==> src/logic/vid_defines.svh <==
`ifndef VID_DEFINES_SVH
`define VID_DEFINES_SVH

// Pixel component width
`define VID_PIX_W 8

// Derived widths for the gray datapath
`define VID_OFF_W  (`VID_PIX_W + 1)
`define VID_BRT_W  (`VID_PIX_W + 2)
`define VID_PROD_W (`VID_PIX_W * 2)

// Luma weights, scaled so that they sum to 256
`define VID_W_R 77
`define VID_W_G 150
`define VID_W_B 29

// Configuration after reset
`define VID_BRIGHT_DEFAULT 0
`define VID_THRESH_DEFAULT 128

`endif

==> src/logic/vid_pkg.sv <==
`include "vid_defines.svh"

package vid_pkg;

    // RGB pixel with its sync and data-enable
    typedef struct packed {
        logic                  vsync;
        logic                  hsync;
        logic                  de;
        logic [`VID_PIX_W-1:0] r;
        logic [`VID_PIX_W-1:0] g;
        logic [`VID_PIX_W-1:0] b;
    } vid_rgb_t;

    // Single-component pixel
    typedef struct packed {
        logic                  vsync;
        logic                  hsync;
        logic                  de;
        logic [`VID_PIX_W-1:0] y;
    } vid_mono_t;

    //////////////////////////////
    // Configuration word views
    //////////////////////////////

    // Address 0
    typedef struct packed {
        logic [6:0]                  pad;
        logic signed [`VID_OFF_W-1:0] offset;
    } vid_bright_word_t;

    // Address 1
    typedef struct packed {
        logic [6:0]            pad;
        logic                  en;
        logic [`VID_PIX_W-1:0] thresh;
    } vid_thresh_word_t;

    typedef union packed {
        vid_bright_word_t bright;
        vid_thresh_word_t thresh;
    } vid_cfg_word_u;

    // Live settings seen by the pixel stages
    typedef struct packed {
        logic signed [`VID_OFF_W-1:0] offset;
        logic [`VID_PIX_W-1:0]        thresh;
        logic                         bin_en;
    } vid_cfg_t;

endpackage

==> src/logic/vid_cfg_regs.sv <==
`timescale 1ns/1ps
`include "vid_defines.svh"

module vid_cfg_regs (
    input  logic                  clk,
    input  logic                  rstn,
    input  logic                  i_cfg_req,
    input  logic                  i_cfg_addr,
    input  vid_pkg::vid_cfg_word_u i_cfg_data,
    output logic                  o_cfg_ack,
    output vid_pkg::vid_cfg_t      o_cfg
);

    logic wr_phase;
    logic rel_phase;

    // Rising phase: new request while ack is still low
    assign wr_phase  = i_cfg_req && !o_cfg_ack;
    // Falling phase: master has released req
    assign rel_phase = !i_cfg_req && o_cfg_ack;

    //////////////////////////////
    // Handshake
    //////////////////////////////

    always_ff @(posedge clk or negedge rstn) begin
        if (!rstn) begin
            o_cfg_ack <= 1'b0;
        end else if (wr_phase) begin
            o_cfg_ack <= 1'b1;
        end else if (rel_phase) begin
            o_cfg_ack <= 1'b0;
        end
    end

    //////////////////////////////
    // Registers
    //////////////////////////////

    always_ff @(posedge clk or negedge rstn) begin
        if (!rstn) begin
            o_cfg.offset <= `VID_BRIGHT_DEFAULT;
            o_cfg.thresh <= `VID_THRESH_DEFAULT;
            o_cfg.bin_en <= 1'b0;
        end else if (wr_phase) begin
            // Same word, two layouts
            if (i_cfg_addr) begin
                o_cfg.thresh <= i_cfg_data.thresh.thresh;
                o_cfg.bin_en <= i_cfg_data.thresh.en;
            end else begin
                o_cfg.offset <= i_cfg_data.bright.offset;
            end
        end
    end

endmodule

==> src/logic/vid_gray_conv.sv <==
`timescale 1ns/1ps
`include "vid_defines.svh"

module vid_gray_conv (
    input  logic                         clk,
    input  logic                         rstn,
    input  vid_pkg::vid_rgb_t            i_pix,
    input  logic signed [`VID_OFF_W-1:0] i_offset,
    output vid_pkg::vid_mono_t           o_pix
);

    logic [`VID_PROD_W-1:0]       r_prod;
    logic [`VID_PROD_W-1:0]       g_prod;
    logic [`VID_PROD_W-1:0]       b_prod;
    logic [`VID_PROD_W-1:0]       prod_sum;
    logic [`VID_PIX_W-1:0]        gray_sum;
    logic signed [`VID_BRT_W-1:0] gray_bright;
    logic [2:0]                   vs_d;
    logic [2:0]                   hs_d;
    logic [2:0]                   de_d;

    // Constant multiply as a sum of shifted copies
    function automatic logic [`VID_PROD_W-1:0] shift_add(
        input logic [`VID_PIX_W-1:0] x,
        input logic [`VID_PIX_W-1:0] w
    );
        logic [`VID_PROD_W-1:0] acc;
        acc = '0;
        for (int i = 0; i < `VID_PIX_W; i++) begin
            if (w[i]) begin
                acc = acc + ({{`VID_PIX_W{1'b0}}, x} << i);
            end
        end
        return acc;
    endfunction

    // Weights sum to 256, so this never overflows
    assign prod_sum = r_prod + g_prod + b_prod;

    //////////////////////////////
    // Datapath
    //////////////////////////////

    always_ff @(posedge clk or negedge rstn) begin
        if (!rstn) begin
            r_prod      <= '0;
            g_prod      <= '0;
            b_prod      <= '0;
            gray_sum    <= '0;
            gray_bright <= '0;
            o_pix.y     <= '0;
        end else begin
            // Stage 1
            r_prod <= shift_add(i_pix.r, `VID_W_R);
            g_prod <= shift_add(i_pix.g, `VID_W_G);
            b_prod <= shift_add(i_pix.b, `VID_W_B);

            // Stage 2, divide by 256
            gray_sum <= prod_sum[`VID_PROD_W-1:`VID_PROD_W-`VID_PIX_W];

            // Stage 3, blanking keeps the last active value
            if (de_d[1]) begin
                gray_bright <= $signed({2'b00, gray_sum}) + i_offset;
            end

            // Stage 4
            if (gray_bright[`VID_BRT_W-1]) begin
                o_pix.y <= '0;
            end else if (gray_bright[`VID_BRT_W-2]) begin
                o_pix.y <= '1;
            end else begin
                o_pix.y <= gray_bright[`VID_PIX_W-1:0];
            end
        end
    end

    // Syncs follow the data through the same four registers
    always_ff @(posedge clk or negedge rstn) begin
        if (!rstn) begin
            vs_d        <= '0;
            hs_d        <= '0;
            de_d        <= '0;
            o_pix.vsync <= 1'b0;
            o_pix.hsync <= 1'b0;
            o_pix.de    <= 1'b0;
        end else begin
            vs_d        <= {vs_d[1:0], i_pix.vsync};
            hs_d        <= {hs_d[1:0], i_pix.hsync};
            de_d        <= {de_d[1:0], i_pix.de};
            o_pix.vsync <= vs_d[2];
            o_pix.hsync <= hs_d[2];
            o_pix.de    <= de_d[2];
        end
    end

endmodule

==> src/logic/vid_binarize.sv <==
`timescale 1ns/1ps
`include "vid_defines.svh"

module vid_binarize (
    input  logic                  clk,
    input  logic                  rstn,
    input  vid_pkg::vid_mono_t    i_pix,
    input  logic [`VID_PIX_W-1:0] i_thresh,
    input  logic                  i_bin_en,
    output vid_pkg::vid_mono_t    o_pix
);

    logic                  above;
    logic [`VID_PIX_W-1:0] y_next;

    assign above = (i_pix.y >= i_thresh);

    // Black or white when enabled, else plain gray
    always_comb begin
        if (i_bin_en) begin
            y_next = above ? {`VID_PIX_W{1'b1}} : {`VID_PIX_W{1'b0}};
        end else begin
            y_next = i_pix.y;
        end
    end

    always_ff @(posedge clk or negedge rstn) begin
        if (!rstn) begin
            o_pix.vsync <= 1'b0;
            o_pix.hsync <= 1'b0;
            o_pix.de    <= 1'b0;
            o_pix.y     <= '0;
        end else begin
            o_pix.vsync <= i_pix.vsync;
            o_pix.hsync <= i_pix.hsync;
            o_pix.de    <= i_pix.de;
            o_pix.y     <= y_next;
        end
    end

endmodule

==> src/logic/vid_proc_top.sv <==
`timescale 1ns/1ps

module vid_proc_top (
    input  logic                   clk,
    input  logic                   rstn,
    input  vid_pkg::vid_rgb_t      i_pix,
    input  logic                   i_cfg_req,
    input  logic                   i_cfg_addr,
    input  vid_pkg::vid_cfg_word_u i_cfg_data,
    output logic                   o_cfg_ack,
    output vid_pkg::vid_mono_t     o_pix
);

    import vid_pkg::*;

    vid_cfg_t  cfg;
    vid_mono_t gray;

    //////////////////////////////
    // Configuration
    //////////////////////////////

    vid_cfg_regs vid_cfg_regs_i (
        .clk        (clk),
        .rstn       (rstn),
        .i_cfg_req  (i_cfg_req),
        .i_cfg_addr (i_cfg_addr),
        .i_cfg_data (i_cfg_data),
        .o_cfg_ack  (o_cfg_ack),
        .o_cfg      (cfg)
    );

    //////////////////////////////
    // Pixel pipeline
    //////////////////////////////

    // Four cycles
    vid_gray_conv vid_gray_conv_i (
        .clk      (clk),
        .rstn     (rstn),
        .i_pix    (i_pix),
        .i_offset (cfg.offset),
        .o_pix    (gray)
    );

    // One cycle
    vid_binarize vid_binarize_i (
        .clk      (clk),
        .rstn     (rstn),
        .i_pix    (gray),
        .i_thresh (cfg.thresh),
        .i_bin_en (cfg.bin_en),
        .o_pix    (o_pix)
    );

endmodule

==> config.mk <==
export PLATFORM = sky130hd
export DESIGN_NAME = vid_proc_top
export DESIGN_NICKNAME = d
export VERILOG_FILES = /design/src/logic/vid_pkg.sv /design/src/logic/vid_cfg_regs.sv /design/src/logic/vid_gray_conv.sv /design/src/logic/vid_binarize.sv /design/src/logic/vid_proc_top.sv
export VERILOG_INCLUDE_DIRS = /design/src /design/src/logic
export SDC_FILE = /design/constraint.sdc
export NUM_CORES = 1
export LEC_CHECK = 0
export ABC_AREA = 1
export ABC_CLOCK_PERIOD_IN_PS = 2400
export BUFFER_PORTS_ARGS = -buffer_cell sky130_fd_sc_hd__buf_2
export CAP_MARGIN = 30
export CORE_ASPECT_RATIO = 0.7
export CORE_UTILIZATION = 50
export CTS_CLUSTER_DIAMETER = 60
export DETAILED_ROUTE_END_ITERATION = 12
export PLACE_DENSITY_LB_ADDON = 0.12
export SLEW_MARGIN = 10
export SYNTH_ARGS = -nofsm -noshare
export SYNTH_HDL_FRONTEND = slang
export SYNTH_SLANG_ARGS = --single-unit
==> constraint.sdc <==
create_clock -name clk -period 2.4 [get_ports clk]
set_input_delay 0.48 -clock clk [delete_from_list [all_inputs] [get_ports clk]]
set_output_delay 0.48 -clock clk [all_outputs]
set_load 0.05 [all_outputs]
=== Word-level counts from Yosys, hierarchy flattened ===
Cells that the tools add are included.

* Add/sub/neg operators: 12
* Mux-type cells: 6
* Magnitude comparators: 1
* Div/mod/pow operators: 0
* Bitwise gates (word level): 1
* $mul: 0
* Equality and inequality tests: 0
* Reductions and logical operators: 7
* Shift-type cells: 0

{| class="wikitable"
|+ Operators with widths
! kind !! number
|-
| 16-bit by 11-bit adder with 16-bit output || 2
|-
| 16-bit by 12-bit adder with 16-bit output || 2
|-
| 16-bit adder || 2
|-
| 8-bit 2-to-1 mux || 4
|-
| 8-bit by 10-bit adder with 11-bit output || 2
|-
| 16-bit by 14-bit adder with 16-bit output || 1
|-
| 16-bit by 15-bit adder with 16-bit output || 1
|-
| 9-bit by 10-bit adder with 11-bit output || 1
|-
| 9-bit by 9-bit adder with 10-bit output || 1
|-
| 8-bit >= comparator || 1
|-
| 2-bit AND reduction || 2
|-
| 1-bit logical AND || 2
|-
| 1-bit logical NOT || 2
|-
| 1-bit 2-to-1 mux || 2
|-
| 2-bit nonzero test || 1
|-
| 1-bit inverter || 1
|}

* Logic and storage cells: 47
* Bits in latches: 0
* Register bits: 116
* Memories kept: 0
* Memory bits (read-only): 0
* Input port bits: 47
* Output and inout bits: 12
* Memory bits (writable): 0

=== Longest topological paths before layout ===
Gate-level depths: netlist (run 1).

* Depth in word-level cells: 4
* Mapped depth: 16
* Gate-level depth less buffers: 16

=== Cells and area by module ===
From an unflattened synthesis (run 1), not the netlist that was laid out.

* Cell total of the unflattened synthesis: 869
* Area total of the unflattened synthesis: 7,509.7 um2

{| class="wikitable"
|+ By module, submodules not included
! module !! area an instance (um2) !! times used !! seq. area each (um2) !! cells each
|-
| vid_gray_conv || 6,172.2 || 1 || 2,026.9 || 722
|-
| vid_cfg_regs || 778.2 || 1 || 476.7 || 83
|-
| vid_binarize || 559.3 || 1 || 275.3 || 64
|}

=== Least setup slack after synthesis (run 1) ===
No wires, ideal clock.

* Path type: input to register
* Start point: in i_pix[16] (netlist name)
* End point: reg vid_gray_conv_i.r_prod[13]
* Cell stages on the path: 16
* Data arrival time: 2,816 ps
* Setup time: 117 ps
* Required time: 2,283 ps
* Slack: -533 ps
* Buffers on the path: 0
* Cell sequence: ha_1 > inv_1 > fa_1 > inv_1 > nand4_1 > o211ai_1 > nand3_1 > fa_1 > inv_1 > ha_1 > inv_1 > o21bai_1 > a21boi_0 > nand3_1 > nand2_1 > nand2_1

* Cells in the longest elaborated chain, start to end: 3

{| class="wikitable"
|+ Ends and longest elaborated chain
! item !! line !! text
|-
| start, declared || vid_proc_top.sv:6 || <nowiki>input vid_pkg::vid_rgb_t i_pix,</nowiki>
|-
| 8-bit by 10-bit adder with 11-bit output || vid_gray_conv.sv:31 || <nowiki>acc = acc + ({{`VID_PIX_W{1'b0}}, x} << i);</nowiki>
|-
| 16-bit by 11-bit adder with 16-bit output || vid_gray_conv.sv:31 ||
|-
| 16-bit by 14-bit adder with 16-bit output * || vid_gray_conv.sv:31 ||
|-
| end signal, assigned || vid_gray_conv.sv:54 || <nowiki>r_prod <= shift_add(i_pix.r, `VID_W_R);</nowiki>
|-
| end, declared || vid_gray_conv.sv:12 || <nowiki>logic [`VID_PROD_W-1:0] r_prod;</nowiki>
|}

Mark *: on every way between the ends. The rest lies on a longest branch, timed or not.
A chain may end at the register's enable or synchronous reset.

=== Worst setup path after layout (run 1) ===
* Start point: in i_pix[18] (netlist name)
* End point: reg vid_gray_conv_i.r_prod[13]

Same word-level chain as after synthesis.

==> results.toml, run 1 <==
[critical_path]
crit_slowest_cell = "fa_1"
crit_top_cell = "inv_2"
crit_required_ps = 2640
path_buf_inv = 5
critical_path_class = "in2reg"
critPathArrivalTime_ps = 2900
cp-end-kind = "flop"
crit_fanout = 4
cp-start-kind = "primary input"
slowest_delay_ps = 520
crit_chain = "buf_8 -> ha_4 -> inv_2 -> fa_2 -> inv_2 -> nand4_1 -> o211ai_1 -> buf_4 -> xor2_2 -> fa_1 -> inv_2 -> ha_4 -> nand2_4 -> nor2_2 -> nand3_1 -> nand4_1 -> nand2_1"
crit_family = "adder cells"

[synth]
synth_ff_type = "dfrtp_1"
synth_fp_nets = 1050
syn_area_um2 = 7480
synth_top_area_cell = "dfrtp_1"
synth-seq-cells = 111
synth_top_area_share_pct = 36.8
seq_area_frac_synth_pct = 37.1
synthCells = 886
syn_area_per_cell_um2 = 8.45
synth_edf_count = 0
synthMostInstantiatedCell = "nand2_1"
synth_area_leaders = "dfrtp_1 37%, ha_1 14%, nand2_1 11%"
yosysWarnings = 0
yosysUniqueCellTypes = 34
async_flop_share_pct = 100
synth.top_cells.by_count = "219 x nand2_1, 178 x inv_1, 110 x dfrtp_1"

[power]
p_leak_nw = 5.30
pwr-share-clk_pct = 12.2
ir_drop_mv = 0.707
p_per_area_nw_per_um2 = 1210
p_switching_mw = 5.81
pwr-share-seq_pct = 24.7
internal_power_mw = 6.54
switching_share_pct = 47.0
pwr-share-comb_pct = 63.1

[final_layout]
final_core_util_pct = 71.4
antenna_cells = 0
fillCellCount = 1051
seqCellArea_um2 = 2780
multi_input_area_um2 = 4910
drive_gt1_share_pct = 32.4
area_growth_pct = 36.3
stdcell_count = 1251
num-nets-final = 1220

[clock_tree]
clk_pin_slew_ps = 70
tritoncts = "built"
cts_buffers = 9
root_buffer = "clkbuf_16"
htreeDepth = 3
clk_path_buf_depth = 2
clk_latency_ps = 350
ctsHoldBuffers = 0
cts.sinks = 111

[routing]
wl_per_cell_um = 13.9
drc = 0
drt-total-wl_mm = 17.4
vias = 6187
drt_iter0_drc = 394
drtAntennaViolNets = 0
routed_via_density = 4.95
drt-pass1-iter-count = 4

[global_routing]
grt_usage_pct = 23.5
grt_max_degree = 46
grt_pass1_wl_mm = 28.6
first_global_vias = 5919
antenna_found_initial = 0
grt-ovfl-total = 0

[floorplanning]
die_height_um = 104
rows = 36
io_pins = 59
die_w_um = 148
core_area_um2 = 14300
start_util_pct = 52.4
dieArea_um2 = 15500

[sta]
layout_min_cycle_time_ps = 2660
setup_viol_count_final = 23
drv_slew = 0
rsz0062_at_grt = "true"
hold_viol = 0
fin_crit_sh_pct = 111
skew_ps = 10.4
fmaxAchievable_ghz = 0.376
worstMarginPinSlew_ps = 604
slew_headroom_pct = 59.8
finalWorstSetupSlack_ps = -262
fin_tns_setup_ps = -3620

[run_status]
violations = "setup timing"
status = "finished, violations left"

[place]
placedCellCount = 1218
portBuffers = 51
place.gp.congestion = 0.953
dpl.hpwl_mm = 13.6

[flow_run]
drv_cap = 0

[worst_hold_path]
min_path_type = "in2async"
[final cells by class]
cell class / instances / share of cell area (%)
Clock buffer: 10 / 2.25
Clock inverter: 6 / 0.687
Inverter: 180 / 6.76
Multi-Input combinational cell: 589 / 48.2
Sequential cell: 111 / 27.3
Tap cell: 190 / 2.33
Timing Repair Buffer: 165 / 12.6
[flip-flops by register name (all words and copies together), names as in the netlist, 8 cells and up]
signal	cells
vid_gray_conv_i.r_prod	15
vid_gray_conv_i.g_prod	15
vid_binarize_i.o_pix	11
vid_gray_conv_i.gray_sum	8
vid_gray_conv_i.b_prod	13
vid_gray_conv_i.gray_bright	10
vid_cfg_regs_i.o_cfg	18
vid_gray_conv_i.o_pix	11
[timing repair]
action | in CTS | in global routing
setup endpoints to repair | 23 | 24
resized for setup | 113 | 40
pin swaps | 85 | 27
cloned | 0 | 0
buffers inserted | 11 | 6
[layout by cell type, fill, tap and decap left out, types with 29 or more instances in the layout]
master,instances
buf_2,37
dfrtp_1,110
ha_4,34
nor2_1,29
buf_4,100
ha_1,46
nand2_1,196
nand3_1,38
inv_1,146
[cells by family after synthesis]
family                     Yosys count  share of synthesized area [%]
buffers and inverters              186                           9.46
xor gates and xnor gates            38                           4.45
DFF                                111                           37.1
and+or+nand+nor                    332                           18.5
AOI/OAI and AO/OA                  102                           7.47
adders and majority gates          117                           23.0
[final timing paths]
check | startpoint | end | slack, ps | cells past startpoint
min reg2reg | vid_gray_conv_i.de_d[0]$_DFF_PN0_ | vid_gray_conv_i.de_d[1]$_DFF_PN0_ | 350 | 0
max | i_pix[18] | vid_gray_conv_i.r_prod[13]$_DFF_PN0_ | -260 | 17
max reg2reg | vid_gray_conv_i.g_prod[5]$_DFF_PN0_ | vid_gray_conv_i.gray_sum[6]$_DFF_PN0_ | 230 | 10
min in group clk | i_pix[26] | vid_gray_conv_i.vs_d[0]$_DFF_PN0_ | 240 | 1
min | rstn | vid_binarize_i.o_pix[6]$_DFF_PN0_ | 100 | 1
max in group asynchronous | rstn | vid_binarize_i.o_pix[1]$_DFF_PN0_ | 1630 | 2
[worst register-to-register path, cell delays in order, from the launching register on]
cell and delay (ps):
dfrtp_1 420, fa_1 480, ha_1 340, nand2_1 160, inv_1 60, a21oi_1 170
nand2_1 130, nand2_1 120, nand2_1 70, nand2_1 70, nand2_1 50
[power by group through the flow]
stage	sequential, mW	clock [mW]	combinational [mW]
CTS	3.05	1.54	7.47
detailed placement	3.07	0	7.03
finish	3.05	1.50	7.80
global placement	3.07	0	6.86
global route	3.12	1.62	8.71
floorplan	3.18	0	5.01
[stage by stage]
stage               hold slack, ps  cell area [um2]  power, mW  setup slack, ps
floorplan                      184             7920       8.18             -335
global placement               332             9120       9.94             -647
detailed placement             335             9120       10.1             -739
CTS                            116            10000       12.1             -210
global route                   141            10200       13.4             -405
finish                        98.8            10200       12.4             -262
[per-layer routing]
| layer | track usage [%] | wire (um) | up-vias | part of all wire [%] |
|---|---|---|---|---|
| met3 | 4.21 | 714 | 8 | 4.1 |
| met4 | 3.90 | 106 | 0 | 0.61 |
| li1 | - | - | 3114 | - |
| met5 | 0 | 0 | - | 0 |
| met1 | 37.3 | 9140 | 2959 | 53 |
| met2 | 33.4 | 7420 | 106 | 43 |
Note: power is estimated with default switching activity, not from simulation.
==> run 2: changes to the inputs <==
--- a/config.mk
+++ b/config.mk
@@ -8,3 +8,2 @@
 export LEC_CHECK = 0
-export ABC_AREA = 1
 export ABC_CLOCK_PERIOD_IN_PS = 2400
@@ -20,2 +19,3 @@
 export SYNTH_HDL_FRONTEND = slang
+export SYNTH_HIERARCHICAL = 1
 export SYNTH_SLANG_ARGS = --single-unit
--- a/constraint.sdc
+++ b/constraint.sdc
@@ -3,2 +3,2 @@
 set_output_delay 0.48 -clock clk [all_outputs]
-set_load 0.05 [all_outputs]
+set_load 0.01 [all_outputs]
==> results.toml, run 2 <==
[routing]
drt-pass1-iter-count = 4
drc = 0
vias = 4672
wl_per_cell_um = 15.5
drtAntennaViolNets = 0
routed_via_density = 4.95
drt-total-wl_mm = 14.6
drt_iter0_drc = 167

[sta]
hold_viol = 0
skew_ps = 7.64
setup_viol_count_final = 18
drv_slew = 0
finalWorstSetupSlack_ps = -443
layout_min_cycle_time_ps = 2840
slew_headroom_pct = 57.3
fmaxAchievable_ghz = 0.352
worstMarginPinSlew_ps = 640
fin_crit_sh_pct = 118
rsz0062_at_grt = "true"

[critical_path]
rr_startpoint = "vid_gray_conv_i/g_prod[2]$_DFF_PN0_"
cp-end-kind = "flop"
r2r_slack_ps = 0
crit_fanout = 2
r2r_end = "vid_gray_conv_i/gray_sum[6]$_DFF_PN0_"
cp-start-kind = "primary input"
crit_required_ps = 2630
critical_path_class = "in2reg"
r2r_cells = 8
critPathArrivalTime_ps = 3070

[final_layout]
num-nets-final = 933
final_core_util_pct = 68.8
fillCellCount = 985
largest_reg_flops = 18
antenna_cells = 0
mostFrequentLayoutCells = "110 x dfrtp_1, 95 x buf_4, 77 x inv_1"
top_regs = "vid_cfg_regs_i/o_cfg (18), vid_gray_conv_i/g_prod (15), vid_gray_conv_i/r_prod (15)"
regMostFlops = "vid_cfg_regs_i/o_cfg"
drive_gt1_share_pct = 40.4
final_common_cell = "dfrtp_1"
area_growth_pct = 32.1

[power]
ir_drop_mv = 0.894
p_per_area_nw_per_um2 = 1330
p_leak_nw = 4.49
power_mw = 12.2

[synth]
synth_top_area_cell = "dfrtp_1"
synth_ff_type = "dfrtp_1"
synth-seq-cells = 111
seq_area_frac_synth_pct = 40.0
synth.top_cells.by_count = "110 x dfrtp_1, 105 x inv_1, 87 x ha_1"
async_flop_share_pct = 100
synth_area_leaders = "dfrtp_1 40%, ha_1 16%, fa_1 13%"
syn_area_um2 = 6950
synthMostInstantiatedCell = "dfrtp_1"
synth_edf_count = 0
synth_fp_nets = 774
synthCells = 595
syn_area_per_cell_um2 = 11.7
synth_top_area_share_pct = 39.6
yosysWarnings = 6
yosysUniqueCellTypes = 61

[global_routing]
grt-ovfl-total = 0
grt_usage_pct = 21.8
grt_max_degree = 48
antenna_found_initial = 0
grt_pass1_wl_mm = 23.8
first_global_vias = 4946

[clock_tree]
tritoncts = "built"
cts_buffers = 9
clk_path_buf_depth = 2
root_buffer = "clkbuf_16"
clk_pin_slew_ps = 70
htreeDepth = 3
cts.sinks = 111
clk_latency_ps = 350

[floorplanning]
start_util_pct = 52.0
io_pins = 59
die_height_um = 101
rows = 35
die_w_um = 143
dieArea_um2 = 14400
core_area_um2 = 13400

[worst_hold_path]
min_path_type = "in2async"

[run_status]
violations = "setup timing"
status = "finished, violations left"

[place]
portBuffers = 51
place.gp.congestion = 0.810
dpl.hpwl_mm = 11.0

[flow_run]
drv_cap = 0
## run 2: cell types whose count changed after synthesis, sizes merged, moves of 7 or more
cell | before | now
xnor2 | 11 | 27
fa | 34 | 45
nand2 | 219 | 11
xor2 | 27 | 8
nand2b | 0 | 8
o22ai | 1 | 8
mux2 | 0 | 25
nand4 | 14 | 3
o21ai | 39 | 19
nand3 | 52 | 3
inv | 179 | 106
a21oi | 44 | 23
## run 2: kinds of logic (layout without fill, tap and decap cells)
logic type               Yosys count  in the layout  synth area share (%)
flip-flops                       111            111                  40.0
AO/OA/AOI/OAI                     89             89                  9.47
AND/OR/NAND/NOR                   90             90                  6.37
multiplexers                      27             27                  4.88
adder cells (fa/ha/maj)          132            132                  28.6
buffers and inverters            111            275                  6.26
XOR/XNOR                          35             35                  4.41
## run 2: worst max-delay path by stage
| stage | startpoint | end | slack, ps | cells after the start |
|---|---|---|---|---|
| finish | i_pix[3] | vid_gray_conv_i/b_prod[11]$_DFF_PN0_ | -440 | 12 |
| global route | i_pix[3] | vid_gray_conv_i/b_prod[11]$_DFF_PN0_ | -530 | 12 |
| CTS | i_pix[3] | vid_gray_conv_i/b_prod[11]$_DFF_PN0_ | -440 | 12 |
| detailed placement | i_pix[3] | vid_gray_conv_i/b_prod[11]$_DFF_PN0_ | -830 | 12 |
| global placement | i_pix[3] | vid_gray_conv_i/b_prod[11]$_DFF_PN0_ | -720 | 12 |
| floorplan | i_pix[3] | vid_gray_conv_i/b_prod[11]$_DFF_PN0_ | -610 | 11 |
## run 2: power breakdown
group	leakage, nW	switching, mW	internal [mW]
logic	3.02	3.67	3.67
clock network	0.169	0.694	1.03
registers	1.30	0.464	2.64
## run 2: worst max-delay path: stages
cell and delay (ps):
buf_8 80, clkinvlp_4 90, fa_1 500, fa_1 540, inv_1 50, ha_1 270
a21o_1 210, a21oi_4 150, o21ai_2 70, or4_4 440, o311ai_4 90, xnor2_1 110
## run 2: area by class of cell
class	count	area [um2]	area share, %
tap	185	231	2.52
inverter	106	420	4.58
sequential	111	2780	30.3
clock inverter	7	126	1.38
multi-input combinational	373	4260	46.4
timing repair buffer	153	1140	12.5
clock buffer	9	225	2.45
## run 2: through the flow
stage          setup TNS (ps)  worst slack, ps  hold WS (ps)  instances  area (um2)
2_1_floorplan           -5500             -612           184        595        7050
3_3_place_gp           -12330             -721           332        916        8190
3_5_place_dp           -13300             -834           336        916        8190
4_1_cts                 -3530             -437           171        940        8940
5_1_grt                 -4720             -531           180        944        9180
6_report                -3270             -443           138        944        9180
## run 2: timing repair
item                                    4_1_cts  5_1_grt
gates cloned                                  0        0
buffers inserted                             10        6
resized for setup                            81       45
hold buffers                                  0        0
pin swaps                                    71       52
endpoints found under the setup margin       25       25
## run 2: per-layer routing
metal	wire (um)	up-vias	share of wire [%]	GRT usage (%)
met2	6540	58	45	33.4
met5	0	-	0	0
met1	7460	2319	51	32.5
li1	-	2284	-	-
met4	105	0	0.72	3.89
met3	518	11	3.5	4.32
==> run 3: changes to the inputs <==
CORE_MARGIN = 2   (was not set)
CTS_BUF_LIST = sky130_fd_sc_hd__clkbuf_16   (was not set)
GPL_TIMING_DRIVEN = 0   (was not set)
==> results.toml, run 3 (same netlist as run 2, synthesis figures left out) <==
[place]
dpl_cell_area_um2 = 7580
portBuffers = 51
dpl.hpwl_mm = 10.1
placedCellCount = 837
place.gp.congestion = 0.788

[sta]
fin_crit_sh_pct = 120
hold_slack_ps = 233
finalWorstSetupSlack_ps = -470
worstMarginPinSlew_ps = 459
hold_viol = 0
layout_min_cycle_time_ps = 2870
rsz0062_at_grt = "true"
slew_headroom_pct = 69.4
setup_viol_count_final = 18
fmaxAchievable_ghz = 0.348
skew_ps = 8.66
drv_slew = 0

[routing]
drtAntennaViolNets = 0
drt-total-wl_mm = 13.9
drt-pass1-iter-count = 4
drt_iter0_drc = 177
wl_per_cell_um = 15.5
routed_via_density = 5.04
drc = 0
vias = 4513

[final_layout]
largest_reg_flops = 18
antenna_cells = 0
num-nets-final = 879
final_common_cell = "dfrtp_1"
finish.instance_area_um2 = 8780
mostFrequentLayoutCells = "110 x dfrtp_1, 76 x inv_1, 70 x ha_1"
fillCellCount = 1069
multi_input_area_um2 = 4240
seqCellArea_um2 = 2780
top_regs = "vid_cfg_regs_i/o_cfg (18), vid_gray_conv_i/g_prod (15), vid_gray_conv_i/r_prod (15)"
final_core_util_pct = 63.9
regMostFlops = "vid_cfg_regs_i/o_cfg"
drive_gt1_share_pct = 35.9
area_growth_pct = 26.4
stdcell_count = 895

[clock_tree]
cts.sinks = 111
clk_pin_slew_ps = 80
root_buffer = "clkbuf_16"
htreeDepth = 3
clk_path_buf_depth = 2
clk_latency_ps = 350
tritoncts = "built"
cts_buffers = 9

[floorplanning]
die_w_um = 145
io_pins = 59
dieArea_um2 = 14900
die_height_um = 103
start_util_pct = 50.6
core_area_um2 = 13700
rows = 36

[critical_path]
crit_chain = "buf_8 -> clkinvlp_4 -> fa_1 -> fa_1 -> inv_1 -> ha_1 -> a21o_1 -> a21oi_2 -> o21ai_2 -> or4_1 -> o311ai_2 -> xnor2_1"
crit_slowest_cell = "fa_1"
slowest_delay_ps = 510
rr_startpoint = "vid_gray_conv_i/r_prod[2]$_DFF_PN0_"
crit_required_ps = 2660
r2r_cells = 8
crit_family = "adder cells"
cp-end-kind = "flop"
path_buf_inv = 3
r2r_end = "vid_gray_conv_i/gray_sum[6]$_DFF_PN0_"
critical_path_class = "in2reg"
r2r_slack_ps = -20
crit_top_cell = "fa_1"
cp-start-kind = "primary input"
crit_fanout = 2
critPathArrivalTime_ps = 3130

[run_status]
status = "finished, violations left"
violations = "setup timing"

[worst_hold_path]
min_path_cells = 1
hold_path_startpoint = "i_pix[25]"
holdPathEnd = "vid_gray_conv_i/hs_d[0]$_DFF_PN0_"
min_path_type = "in2reg"

[global_routing]
grt_max_degree = 89
grt_pass1_wl_mm = 22.1
first_global_vias = 4484
antenna_found_initial = 1
grt_usage_pct = 18.9
grt-ovfl-total = 0

[power]
p_leak_nw = 4.24
p_per_area_nw_per_um2 = 1330
ir_drop_mv = 0.857
power_mw = 11.6

[flow_run]
drv_cap = 0
## run 3: cell count changes in the layout (fill, tap and decap cells not counted), moves of 3 or more
cell,previous run,this run
buf_4,95,38
buf_2,40,35
o21ai_1,7,2
inv_2,23,19
inv_4,3,7
ha_4,18,15
o21ai_2,5,8
xnor2_1,23,20
xnor2_2,4,7
## run 3: stage by stage
step	TNS (ps)	setup WS, ps
finish	-3670	-470
global route	-5110	-549
CTS	-3330	-434
detailed placement	-13440	-987
global placement	-56790	-930
floorplan	-5500	-612
## run 3: timing repair
item / in CTS / in global routing
pin swaps: 60 / 51
resized for setup: 97 / 54
hold buffers: 1 / 0
endpoints found under the setup margin: 20 / 21
setup buffers: 31 / 14
endpoints found under the hold margin: 23 / 0
## run 3: worst register-to-register path, delay by kind of cell (launching register included)
family | cells | cell delay [ps]
fa+ha+maj | 2 | 760
simple gates | 2 | 240
compound gates | 4 | 910
flops | 1 | 390
## run 3: layout make-up
class / count / area share (%)
Multi-Input combinational cell: 373 / 48.3
Sequential cell: 111 / 31.6
Timing Repair Buffer: 94 / 8.55
Inverter: 106 / 4.96
Tap cell: 190 / 2.71
Clock buffer: 9 / 2.56
Clock inverter: 7 / 0.897
Buffer: 5 / 0.427
## run 3: report_power, final
group / internal (mW) / switching (mW)
registers: 2.64 / 0.388
logic: 3.48 / 3.62
clock network: 0.823 / 0.690
total: 6.95 / 4.69
## run 3: how the worst max path moves through the flow
stage | from | end | slack [ps] | cells after the start
3_5_place_dp | i_pix[3] | vid_gray_conv_i/b_prod[11]$_DFF_PN0_ | -990 | 12
4_1_cts | i_pix[3] | vid_gray_conv_i/b_prod[11]$_DFF_PN0_ | -430 | 12
6_report | i_pix[3] | vid_gray_conv_i/b_prod[11]$_DFF_PN0_ | -470 | 12
5_1_grt | i_pix[3] | vid_gray_conv_i/b_prod[11]$_DFF_PN0_ | -550 | 12
2_1_floorplan | i_pix[3] | vid_gray_conv_i/b_prod[11]$_DFF_PN0_ | -610 | 11
3_3_place_gp | i_pix[3] | vid_gray_conv_i/b_prod[11]$_DFF_PN0_ | -930 | 12
## run 3: layer usage
layer / global-route usage (%) / vias to the layer above / wire, um
li1: - / 2182 / -
met1: 29.2 / 2235 / 7330
met2: 27.7 / 82 / 5910
met3: 3.72 / 14 / 486
met4: 3.96 / 0 / 149
met5: 0 / - / 0
